## src/common/delay_pkg.sv

```systemverilog
// AXI field widths, stall count width and the stage state type for the delayer
`default_nettype none

package delay_pkg;

  // reduced AXI field widths carried by the delayer
  localparam int ID_W   = 4;
  localparam int ADDR_W = 32;
  localparam int DATA_W = 32;
  localparam int STRB_W = DATA_W / 8;
  localparam int LEN_W  = 8;
  localparam int RESP_W = 2;

  // a stall count of this width lasts at most 15 cycles
  localparam int STALL_W = 4;

  // states of one channel stage
  // IDLE waits for an input beat, STALL holds it back, OFFER presents it downstream
  typedef enum logic [1:0] {
    IDLE  = 2'd0,
    STALL = 2'd1,
    OFFER = 2'd2
  } stage_state_e;

endpackage

`default_nettype wire
```

## src/logic/axi_delayer.sv

```systemverilog
// AXI channel delayer top with five delay stages and a shared stall LFSR
`timescale 1ns/1ps
`default_nettype none

module axi_delayer #(
  parameter logic [delay_pkg::STALL_W-1:0] FIXED_DELAY = 2,
  parameter logic [15:0]                   LFSR_SEED   = 16'hACE1
) (
  input  logic                         clk,
  input  logic                         rst_n_i,
  input  logic                         rand_en_i,
  // manager side
  input  logic                         aw_valid_i,
  input  logic [delay_pkg::ID_W-1:0]   aw_id_i,
  input  logic [delay_pkg::ADDR_W-1:0] aw_addr_i,
  input  logic [delay_pkg::LEN_W-1:0]  aw_len_i,
  output logic                         aw_ready_o,
  input  logic                         w_valid_i,
  input  logic [delay_pkg::DATA_W-1:0] w_data_i,
  input  logic [delay_pkg::STRB_W-1:0] w_strb_i,
  input  logic                         w_last_i,
  output logic                         w_ready_o,
  output logic                         b_valid_o,
  output logic [delay_pkg::ID_W-1:0]   b_id_o,
  output logic [delay_pkg::RESP_W-1:0] b_resp_o,
  input  logic                         b_ready_i,
  input  logic                         ar_valid_i,
  input  logic [delay_pkg::ID_W-1:0]   ar_id_i,
  input  logic [delay_pkg::ADDR_W-1:0] ar_addr_i,
  input  logic [delay_pkg::LEN_W-1:0]  ar_len_i,
  output logic                         ar_ready_o,
  output logic                         r_valid_o,
  output logic [delay_pkg::ID_W-1:0]   r_id_o,
  output logic [delay_pkg::DATA_W-1:0] r_data_o,
  output logic [delay_pkg::RESP_W-1:0] r_resp_o,
  output logic                         r_last_o,
  input  logic                         r_ready_i,
  // subordinate side
  output logic                         aw_valid_m_o,
  output logic [delay_pkg::ID_W-1:0]   aw_id_m_o,
  output logic [delay_pkg::ADDR_W-1:0] aw_addr_m_o,
  output logic [delay_pkg::LEN_W-1:0]  aw_len_m_o,
  input  logic                         aw_ready_m_i,
  output logic                         w_valid_m_o,
  output logic [delay_pkg::DATA_W-1:0] w_data_m_o,
  output logic [delay_pkg::STRB_W-1:0] w_strb_m_o,
  output logic                         w_last_m_o,
  input  logic                         w_ready_m_i,
  input  logic                         b_valid_m_i,
  input  logic [delay_pkg::ID_W-1:0]   b_id_m_i,
  input  logic [delay_pkg::RESP_W-1:0] b_resp_m_i,
  output logic                         b_ready_m_o,
  output logic                         ar_valid_m_o,
  output logic [delay_pkg::ID_W-1:0]   ar_id_m_o,
  output logic [delay_pkg::ADDR_W-1:0] ar_addr_m_o,
  output logic [delay_pkg::LEN_W-1:0]  ar_len_m_o,
  input  logic                         ar_ready_m_i,
  input  logic                         r_valid_m_i,
  input  logic [delay_pkg::ID_W-1:0]   r_id_m_i,
  input  logic [delay_pkg::DATA_W-1:0] r_data_m_i,
  input  logic [delay_pkg::RESP_W-1:0] r_resp_m_i,
  input  logic                         r_last_m_i,
  output logic                         r_ready_m_o
);

  // packed payload widths per channel
  localparam int AX_W = delay_pkg::ID_W + delay_pkg::ADDR_W + delay_pkg::LEN_W;
  localparam int W_W  = delay_pkg::DATA_W + delay_pkg::STRB_W + 1;
  localparam int B_W  = delay_pkg::ID_W + delay_pkg::RESP_W;
  localparam int R_W  = delay_pkg::ID_W + delay_pkg::DATA_W + delay_pkg::RESP_W + 1;

  logic [15:0]     lfsr_state;
  logic [AX_W-1:0] aw_in;
  logic [AX_W-1:0] aw_out;
  logic [W_W-1:0]  w_in;
  logic [W_W-1:0]  w_out;
  logic [B_W-1:0]  b_in;
  logic [B_W-1:0]  b_out;
  logic [AX_W-1:0] ar_in;
  logic [AX_W-1:0] ar_out;
  logic [R_W-1:0]  r_in;
  logic [R_W-1:0]  r_out;

  stall_lfsr #(
    .LFSR_SEED (LFSR_SEED)
  ) u_lfsr (
    .clk     (clk),
    .rst_n_i (rst_n_i),
    .state_o (lfsr_state)
  );

  assign aw_in = {aw_id_i, aw_addr_i, aw_len_i};
  assign w_in  = {w_data_i, w_strb_i, w_last_i};
  assign b_in  = {b_id_m_i, b_resp_m_i};
  assign ar_in = {ar_id_i, ar_addr_i, ar_len_i};
  assign r_in  = {r_id_m_i, r_data_m_i, r_resp_m_i, r_last_m_i};

  assign {aw_id_m_o, aw_addr_m_o, aw_len_m_o} = aw_out;
  assign {w_data_m_o, w_strb_m_o, w_last_m_o} = w_out;
  assign {b_id_o, b_resp_o}                   = b_out;
  assign {ar_id_m_o, ar_addr_m_o, ar_len_m_o} = ar_out;
  assign {r_id_o, r_data_o, r_resp_o, r_last_o} = r_out;

  // each stage draws its random count from an overlapping window of the LFSR,
  // offset by three bits per stage in AW, W, B, AR, R order
  delay_stage #(.WIDTH(AX_W), .FIXED_DELAY(FIXED_DELAY)) u_aw_stage (
    .clk (clk), .rst_n_i (rst_n_i), .rand_en_i (rand_en_i),
    .rand_count_i (lfsr_state[0 +: delay_pkg::STALL_W]),
    .valid_i (aw_valid_i),   .data_i (aw_in),  .ready_o (aw_ready_o),
    .valid_o (aw_valid_m_o), .data_o (aw_out), .ready_i (aw_ready_m_i)
  );

  delay_stage #(.WIDTH(W_W), .FIXED_DELAY(FIXED_DELAY)) u_w_stage (
    .clk (clk), .rst_n_i (rst_n_i), .rand_en_i (rand_en_i),
    .rand_count_i (lfsr_state[3 +: delay_pkg::STALL_W]),
    .valid_i (w_valid_i),   .data_i (w_in),  .ready_o (w_ready_o),
    .valid_o (w_valid_m_o), .data_o (w_out), .ready_i (w_ready_m_i)
  );

  // B and R run in the reverse direction, subordinate to manager
  delay_stage #(.WIDTH(B_W), .FIXED_DELAY(FIXED_DELAY)) u_b_stage (
    .clk (clk), .rst_n_i (rst_n_i), .rand_en_i (rand_en_i),
    .rand_count_i (lfsr_state[6 +: delay_pkg::STALL_W]),
    .valid_i (b_valid_m_i), .data_i (b_in),  .ready_o (b_ready_m_o),
    .valid_o (b_valid_o),   .data_o (b_out), .ready_i (b_ready_i)
  );

  delay_stage #(.WIDTH(AX_W), .FIXED_DELAY(FIXED_DELAY)) u_ar_stage (
    .clk (clk), .rst_n_i (rst_n_i), .rand_en_i (rand_en_i),
    .rand_count_i (lfsr_state[9 +: delay_pkg::STALL_W]),
    .valid_i (ar_valid_i),   .data_i (ar_in),  .ready_o (ar_ready_o),
    .valid_o (ar_valid_m_o), .data_o (ar_out), .ready_i (ar_ready_m_i)
  );

  delay_stage #(.WIDTH(R_W), .FIXED_DELAY(FIXED_DELAY)) u_r_stage (
    .clk (clk), .rst_n_i (rst_n_i), .rand_en_i (rand_en_i),
    .rand_count_i (lfsr_state[12 +: delay_pkg::STALL_W]),
    .valid_i (r_valid_m_i), .data_i (r_in),  .ready_o (r_ready_m_o),
    .valid_o (r_valid_o),   .data_o (r_out), .ready_i (r_ready_i)
  );

endmodule

`default_nettype wire

```

## src/delay_stage/delay_stage.sv

```systemverilog
// one channel delay stage with payload register, controller and stall timer
`timescale 1ns/1ps
`default_nettype none

module delay_stage #(
  parameter int                            WIDTH       = 8,
  parameter logic [delay_pkg::STALL_W-1:0] FIXED_DELAY = 2
) (
  input  logic                          clk,
  input  logic                          rst_n_i,
  input  logic                          rand_en_i,
  input  logic [delay_pkg::STALL_W-1:0] rand_count_i,
  input  logic                          valid_i,
  input  logic [WIDTH-1:0]              data_i,
  output logic                          ready_o,
  output logic                          valid_o,
  output logic [WIDTH-1:0]              data_o,
  input  logic                          ready_i
);

  logic                          capture;
  logic                          expired;
  logic [delay_pkg::STALL_W-1:0] stall_count;
  logic [WIDTH-1:0]              data_q;

  // mode is sampled together with the beat on the accepting edge
  assign stall_count = rand_en_i ? rand_count_i : FIXED_DELAY;

  stage_ctrl u_ctrl (
    .clk         (clk),
    .rst_n_i     (rst_n_i),
    .in_valid_i  (valid_i),
    .in_ready_o  (ready_o),
    .out_ready_i (ready_i),
    .out_valid_o (valid_o),
    .capture_o   (capture),
    .expired_i   (expired)
  );

  stall_timer u_timer (
    .clk       (clk),
    .rst_n_i   (rst_n_i),
    .load_i    (capture),
    .count_i   (stall_count),
    .expired_o (expired)
  );

  always_ff @(posedge clk) begin
    if (capture) begin
      data_q <= data_i;
    end
  end

  assign data_o = data_q;

  // a beat on offer keeps both valid and payload until the consumer takes it
  a_hold_on_stall : assert property (
    @(posedge clk) disable iff (!rst_n_i)
    (valid_o && !ready_i) |=> (valid_o && $stable(data_o))
  ) else $error("delay_stage dropped or changed a beat under back-pressure");

endmodule

`default_nettype wire

```

## src/delay_stage/stage_ctrl.sv

```systemverilog
// per-channel FSM sequencing accept, stall and offer of one beat
`timescale 1ns/1ps
`default_nettype none

module stage_ctrl (
  input  logic clk,
  input  logic rst_n_i,
  input  logic in_valid_i,
  output logic in_ready_o,
  input  logic out_ready_i,
  output logic out_valid_o,
  output logic capture_o,
  input  logic expired_i
);

  delay_pkg::stage_state_e state_q;
  delay_pkg::stage_state_e state_d;

  // the stage holds a single beat, so it only listens upstream while empty
  assign in_ready_o  = (state_q == delay_pkg::IDLE);
  assign out_valid_o = (state_q == delay_pkg::OFFER);
  assign capture_o   = in_valid_i && in_ready_o;

  always_comb begin
    state_d = state_q;
    case (state_q)
      delay_pkg::IDLE: begin
        // a zero stall count moves the beat straight to the output
        if (capture_o) begin
          if (expired_i) begin
            state_d = delay_pkg::OFFER;
          end else begin
            state_d = delay_pkg::STALL;
          end
        end
      end
      delay_pkg::STALL: begin
        if (expired_i) begin
          state_d = delay_pkg::OFFER;
        end
      end
      delay_pkg::OFFER: begin
        // downstream back-pressure keeps us here with valid held high
        if (out_ready_i) begin
          state_d = delay_pkg::IDLE;
        end
      end
      default: begin
        state_d = delay_pkg::IDLE;
      end
    endcase
  end

  always_ff @(posedge clk or negedge rst_n_i) begin
    if (!rst_n_i) begin
      state_q <= delay_pkg::IDLE;
    end else begin
      state_q <= state_d;
    end
  end

endmodule

`default_nettype wire

```

## src/delay_stage/stall_timer.sv

```systemverilog
// stall down-counter with a load input and an expiry flag
`timescale 1ns/1ps
`default_nettype none

module stall_timer (
  input  logic                          clk,
  input  logic                          rst_n_i,
  input  logic                          load_i,
  input  logic [delay_pkg::STALL_W-1:0] count_i,
  output logic                          expired_o
);

  localparam logic [delay_pkg::STALL_W-1:0] CNT_ONE =
    {{(delay_pkg::STALL_W - 1){1'b0}}, 1'b1};

  // remaining stall cycles after the current one
  logic [delay_pkg::STALL_W-1:0] cnt_q;

  // the load cycle itself is the first stall cycle, so one less is kept
  always_ff @(posedge clk or negedge rst_n_i) begin
    if (!rst_n_i) begin
      cnt_q <= '0;
    end else if (load_i) begin
      if (count_i == '0) begin
        cnt_q <= '0;
      end else begin
        cnt_q <= count_i - CNT_ONE;
      end
    end else if (cnt_q != '0) begin
      cnt_q <= cnt_q - CNT_ONE;
    end
  end

  // during a load the flag reports a zero count at once,
  // which lets the controller skip the stall entirely
  assign expired_o = load_i ? (count_i == '0) : (cnt_q == '0);

  // the controller may only capture a new beat once the previous stall has run out
  a_load_when_idle : assert property (
    @(posedge clk) disable iff (!rst_n_i)
    load_i |-> (cnt_q == '0)
  ) else $error("stall_timer loaded while a count was still running");

endmodule

`default_nettype wire

```

## src/logic/stall_lfsr.sv

```systemverilog
// free-running 16-bit Galois LFSR supplying pseudo-random stall counts
`timescale 1ns/1ps
`default_nettype none

module stall_lfsr #(
  parameter logic [15:0] LFSR_SEED = 16'hACE1
) (
  input  logic        clk,
  input  logic        rst_n_i,
  output logic [15:0] state_o
);

  // feedback mask for x^16 + x^14 + x^13 + x^11 + 1, a maximal-length polynomial
  localparam logic [15:0] TAPS = 16'hB400;

  logic [15:0] state_q;
  logic [15:0] state_d;

  // shift right and fold the outgoing bit back in through the tap mask
  always_comb begin
    state_d = {1'b0, state_q[15:1]};
    if (state_q[0]) begin
      state_d = state_d ^ TAPS;
    end
  end

  always_ff @(posedge clk or negedge rst_n_i) begin
    if (!rst_n_i) begin
      state_q <= LFSR_SEED;
    end else begin
      state_q <= state_d;
    end
  end

  assign state_o = state_q;

  // the all-zero state is a lock-up point, it would freeze every random stall count
  a_lfsr_nonzero : assert property (
    @(posedge clk) disable iff (!rst_n_i)
    state_q != '0
  ) else $error("stall_lfsr reached the all-zero state");

endmodule

`default_nettype wire

```

## config.mk

```make
export PLATFORM = sky130hd
export DESIGN_NAME = axi_delayer
export DESIGN_NICKNAME = d
export VERILOG_FILES = /design/src/common/delay_pkg.sv /design/src/logic/axi_delayer.sv /design/src/delay_stage/delay_stage.sv /design/src/delay_stage/stage_ctrl.sv /design/src/delay_stage/stall_timer.sv /design/src/logic/stall_lfsr.sv
export SDC_FILE = /design/constraint.sdc
export NUM_CORES = 1
export LEC_CHECK = 0
export BUFFER_PORTS_ARGS = -buffer_cell sky130_fd_sc_hd__buf_2
export CAP_MARGIN = 30
export CORE_AREA = 5 5 139 141
export CTS_CLUSTER_DIAMETER = 30
export DETAILED_ROUTE_END_ITERATION = 12
export DIE_AREA = 0 0 144 146
export HOLD_SLACK_MARGIN = 0.02
export MAX_ROUTING_LAYER = met4
export PLACE_DENSITY = 0.76
export SLEW_MARGIN = 20
export SYNTH_ARGS = -nofsm -noshare
export SYNTH_HDL_FRONTEND = slang
export SYNTH_HIERARCHICAL = 1
export SYNTH_SLANG_ARGS = --single-unit
```

## constraint.sdc

```tcl
create_clock -name clk -period 6.4 [get_ports clk]
set_input_delay 0.64 -clock clk [delete_from_list [all_inputs] [get_ports clk]]
set_output_delay 0.64 -clock clk [all_outputs]
set_load 0.02 [all_outputs]
```

After elaboration in Yosys (flattened, before gate mapping)
Cells that the tools add are included.
{ "totals": {"regBits": 216, "in_bits": 183, "output_inout_bits": 180, "word_cells": 138} }
{ "op_classes": {"n_addsub": 10, "eq_ne": 25, "mux": 51, "bitwise": 1, "n_reduce_logical": 35} }
{ "ops": {"columns": ["op", "count"], "rows": [
  ["$mux W4", 20],
  ["$logic_not A4 Y1", 10],
  ["$mux W2", 20],
  ["$sub A4 B1 Y4 const B", 10],
  ["$pmux W2 S3", 5],
  ["$ne A2 B1 Y1 const B", 10],
  ["$reduce_bool A4 Y1", 5],
  ["$mux W16", 1],
  ["$reduce_and A3 Y1", 5],
  ["$eq A2 B1 Y1 const B", 5],
  ["$eq A2 B2 Y1 const B", 5],
  ["$logic_not A2 Y1", 5],
  ["$ne A2 B2 Y1 const B", 5],
  ["$reduce_bool A2 Y1", 5],
  ["$logic_and A1 B1 Y1", 5],
  ["$mux W1", 5],
  ["$not A3 Y4", 1]
]} }

Depth between registers and ports, before layout
{ "logic_depth": {"ltp_word": 6, "depth_mapped": 7, "depth_no_buf": 7} }

Modules after synthesis
Netlist, hierarchy kept.
{ "by_module_without_submodules": {"columns": ["module", "n_inst", "cells_per_inst", "area_each_um2", "seq_area_each_um2"], "rows": [
  ["delay_stage (u_ar_stage ...)", 2, 48, 1346.3, 1321.3],
  ["stall_timer (u_ar_stage.u_timer ...)", 4, 34, 302.8, 100.1],
  ["delay_stage (u_r_stage)", 1, 43, 1196.1, 1171.1],
  ["delay_stage (u_w_stage)", 1, 41, 1136.1, 1111.1],
  ["stall_lfsr", 1, 32, 534.3, 410.4],
  ["stage_ctrl", 5, 10, 106.4, 50.0],
  ["stall_timer (u_aw_stage.u_timer)", 1, 34, 296.5, 100.1],
  ["delay_stage (u_b_stage)", 1, 10, 205.2, 180.2]
]} }

Worst setup path after synthesis
OpenSTA, ideal clock, no wires.
{ "synth_timing": {"kind": "reg-to-reg", "startpoint": "register u_aw_stage.u_ctrl.state_q[0]", "endpoint": "register u_aw_stage.u_ctrl.state_q[1]", "setup_ps": 75, "arrival_time_ps": 2650, "t_required_ps": 6325, "path_slack_ps": 3676, "stages_incl_launch_ff": 8, "n_path_buf": 1, "period_less_slack_ps": 2724, "path_cell_list": "dfrtp_1 -> nor2_1 -> and2_1 -> clkbuf_1 -> nand3_1 -> o21ai_0 -> o21ai_1 -> o2bb2ai_2"} }
{ "synth_between": {"elab_chain_cells": 6, "elab_cells_between_ends": 12, "classes_between": "eq/ne: 5; mux: 4; reduce/logical: 3"} }
{ "synth_lines": {"columns": ["item", "line_no", "rtl"], "rows": [
  ["start: declaration", "stage_ctrl.sv:16", "delay_pkg::stage_state_e state_q;"],
  ["start signal: assignment", "stage_ctrl.sv:56", "state_q <= delay_pkg::IDLE;"],
  ["start signal: assignment", "stage_ctrl.sv:58", "state_q <= state_d;"],
  ["$logic_not A2 Y1 (*)", "stage_ctrl.sv:20", "assign in_ready_o = (state_q == delay_pkg::IDLE);"],
  ["named net aw_ready_o", "axi_delayer.sv:17", "output logic aw_ready_o,"],
  ["$logic_and A1 B1 Y1 (*)", "stage_ctrl.sv:22", "assign capture_o = in_valid_i && in_ready_o;"],
  ["named net u_aw_stage.capture", "delay_stage.sv:21", "logic capture;"],
  ["$mux W1 (*)", "stall_timer.sv:36", "assign expired_o = load_i ? (count_i == '0) : (cnt_q == '0);"],
  ["named net u_aw_stage.expired", "delay_stage.sv:22", "logic expired;"],
  ["$mux W2", "stage_ctrl.sv:30", "if (expired_i) begin"],
  ["$mux W2", "stage_ctrl.sv:29", "if (capture_o) begin"],
  ["$pmux W2 S3", "stage_ctrl.sv:26", "case (state_q)"]
]} }
The timed path passes the listed nets; every way through them passes the cells marked *. The select of a mux whose other input is x is not followed.
A chain may end at the register's enable or synchronous reset.

Worst setup path in the final report
{ "layout_timing": {"startpoint": "register u_ar_stage.u_ctrl.state_q[0]", "endpoint": "output ar_ready_o"} }
{ "layout_between": {"elab_chain_cells": 1} }
{ "layout_lines": {"columns": ["item", "line_no", "rtl"], "rows": [
  ["start: declaration", "stage_ctrl.sv:16", null],
  ["start signal: assignment", "stage_ctrl.sv:56", null],
  ["start signal: assignment", "stage_ctrl.sv:58", null],
  ["$logic_not A2 Y1", "stage_ctrl.sv:20", null],
  ["end: declaration", "axi_delayer.sv:31", "output logic ar_ready_o,"]
]} }
No other way between the ends.

==> metrics.txt <==
status=complete, no violations; area delta synth->final=43.8%; P_int=between 3 and 4 mW; Max Freq=519 MHz; syn avg cell area=17.7 um^2; reg-to-reg endpoint=u_ar_stage/u_ctrl/state_q[1]; total die area=0.0210 mm^2; setup slack, reg-to-reg=approximately 4.5 ns; CTS buffer count=40; Comb pwr share=0.231; relative slew slack=0.606; CTS max path bufs=3; number of buffers inserted by port buffering=between 300 and 400; post-DR vias/cell=between 4 and 5; worst clock skew=0.0101 ns; synthesized instance count=442; core footprint=0.0178 mm^2; Area contributors post-synth=edfxtp_1 (65%), dfrtp_1 (12%), dfstp_2 (2.7%), and2_1 (1.6%), nor2_1 (1.4%); Warnings, synthesis=6; met3 global-route usage=0.0450; vias in the first global route=5277; Root Buffer=clkbuf_16; area occupied by registers=0.00627 mm^2; antenna violations before repair=1; clk sinks=216; Routed Antenna Nets=0; worst endpoint required time=5.76 ns; FF-to-FF Start=u_ar_stage/u_ctrl/state_q[0]; DR WL/cell=17.9 um; drt pass-1 iters=4; DR vias=5077; CTS tree=done; worst setup path start=u_ar_stage/u_ctrl/state_q[0]; Die Ht=146 um; Setup TNS=0 ns; Starting DRT DRC Count=204; clock share of power=0.380; Clk pin slew, worst setup/hold paths=0.05 ns; Final period util=0.301; number of I/O pins=363; final setup fails=0; area of the multi-input gates=0.00137 mm^2; CP Launch Type=flip-flop; final hold vios=0; most common cell in the netlist=edfxtp_1; Max FO, Critical Path=4; Worst Setup End Kind=output port; final hold slack=between 0.08 and 0.09 ns; synthesized flop and latch total=216; Die X=144 um; Top FF cell, synth=edfxtp_1; part of the power in registers=0.389; # DRC=0; max-slew violation count=0; Core Rows=49; cell count of the worst reg-to-reg path=7; Final nets=1021; met1 usage=0.190; min cycle time layout=between 1.5 and 2 ns; fraction of layout cells with a size suffix above 1=0.554; LEAKAGE=4.85 nW; Post-synth EDFFs=170; Yosys cell types=35; maximum VDD drop=302 uV; first-pass GRT wire length=28.7 mm; largest net degree at the start of global routing=49; fin util=0.629; top-area cell type share of the netlist area=0.654; met2 Use GR=0.332; Post-Syn Area=0.00780 mm^2; PnR worst setup slack=4.47 ns; Filler cells=between 1000 and 1500; postcts setup bufs=0; fin cells=1094; starting density of the core=0.437; GR Util All Layers=0.183; # resized after CTS=0; worst-skew pair later-pin latency=0.49 ns; Most Crowded Layer GR=met2; Hold Buf Count CTS=0; WP data arrival=between 1 and 1.5 ns; WS Path Type=flip-flop to output port; synth cell count leaders=edfxtp_1 (170), dfrtp_1 (38), nor2_1 (30); post-synth top area cell=edfxtp_1; hold crit path type=input port to async pin; Slew @ Worst Pin=approximately 0.6 ns; MaxCap Viol Count=0; register area share after synthesis=0.803; P_sw=1.57 mW; Cells after DPL=1018; worst slack, placed=4.22 ns; PwrDens=469 mW/mm^2; fraction of registers with async set or reset after synthesis=0.213; GRT Residual Overflow=0; H-tree levels=2; syn nets=630; sw frac=0.299; final WL=19.6 mm; Critical Path End=ar_ready_o; gpl congestion=0.841; HPWL Detailed=14.9 mm; RSZ-0062 raised after global routing=false
## layout make-up
cell class | instances | area share
Antenna cell | 1 | 0.000223
Clock buffer | 48 | 0.0955
Clock inverter | 25 | 0.0223
Inverter | 15 | 0.00502
Multi-Input combinational cell | 193 | 0.122
Sequential cell | 216 | 0.558
Tap cell | 229 | 0.0255
Timing Repair Buffer | 367 | 0.171
## sequential cells by signal, indices dropped and copies added (netlist names), 4 cells and up
register / cells
u_lfsr/state_o: 16
u_ar_stage/data_o: 44
u_r_stage/data_o: 39
u_ar_stage/u_timer/cnt_q: 4
u_w_stage/data_o: 37
u_b_stage/u_timer/cnt_q: 4
u_aw_stage/u_timer/cnt_q: 4
u_b_stage/data_o: 6
u_aw_stage/data_o: 44
u_r_stage/u_timer/cnt_q: 4
u_w_stage/u_timer/cnt_q: 4
## per-layer routing
layer,wire [um],up-vias
met3,1410,35
met2,10900,170
li1,-,2424
met1,6870,2448
met5,0,-
met4,444,0
## metrics by stage
| stage | power [mW] | cell area [um^2] |
|---|---|---|
| 2_1_floorplan | 2.85 | 7800 |
| 3_3_place_gp | 3.22 | 9790 |
| 3_5_place_dp | 3.29 | 9850 |
| 4_1_cts | 5.32 | 11200 |
| 5_1_grt | 5.52 | 11200 |
| 6_report | 5.27 | 11200 |
## critical path, stage by stage (launching register included)
cell	delay (ns)
dfrtp_1	0.43
nor2_1	0.16
buf_2	0.21
## placed cells by master, fill, tap and decap left out, types with 9 or more instances in the layout
cell / Yosys / layout
nand2_1: 13 / 13
edfxtp_1: 170 / 170
nor3_1: 21 / 21
dfrtp_1: 38 / 38
inv_1: 15 / 15
mux2i_1: 9 / 9
nor2_1: 30 / 30
clkbuf_16: 0 / 41
and2_1: 20 / 16
buf_2: 0 / 362
## worst min path at each step
stage / startpoint / cells past startpoint / endpoint
after CTS: rst_n_i / 1 / u_aw_stage/u_timer/cnt_q[1]
after global routing: rst_n_i / 1 / u_aw_stage/u_ctrl/state_q[0]
final: rst_n_i / 1 / u_aw_stage/u_timer/cnt_q[1]
after floorplan: rst_n_i / 0 / u_ar_stage/u_ctrl/state_q[0]
after detailed placement: u_lfsr/state_o[7] / 0 / u_lfsr/state_o[6]
after global placement: u_lfsr/state_o[8] / 0 / u_lfsr/state_o[7]
## power groups by stage
stage	Clock, mW	Combinational (mW)	Sequential, mW
floorplan	0	0.503	2.35
global placement	0	1.16	2.06
detailed placement	0	1.21	2.08
CTS	2.05	1.22	2.06
global route	2.12	1.31	2.08
finish	2.00	1.22	2.05
## cells by family (layout without fill, tap and decap cells)
kind of cell / Yosys count / count (layout) / synth area share
fa+ha+maj: 5 / 5 / 0.00802
xor+xnor: 8 / 8 / 0.00898
mux: 14 / 14 / 0.0188
buf+inv: 33 / 455 / 0.0221
other cells: 0 / 1 / 0
flops: 216 / 216 / 0.803
compound gates: 37 / 37 / 0.0358
simple gates: 129 / 129 / 0.103
No activity file was read; power rests on OpenSTA's default activity.
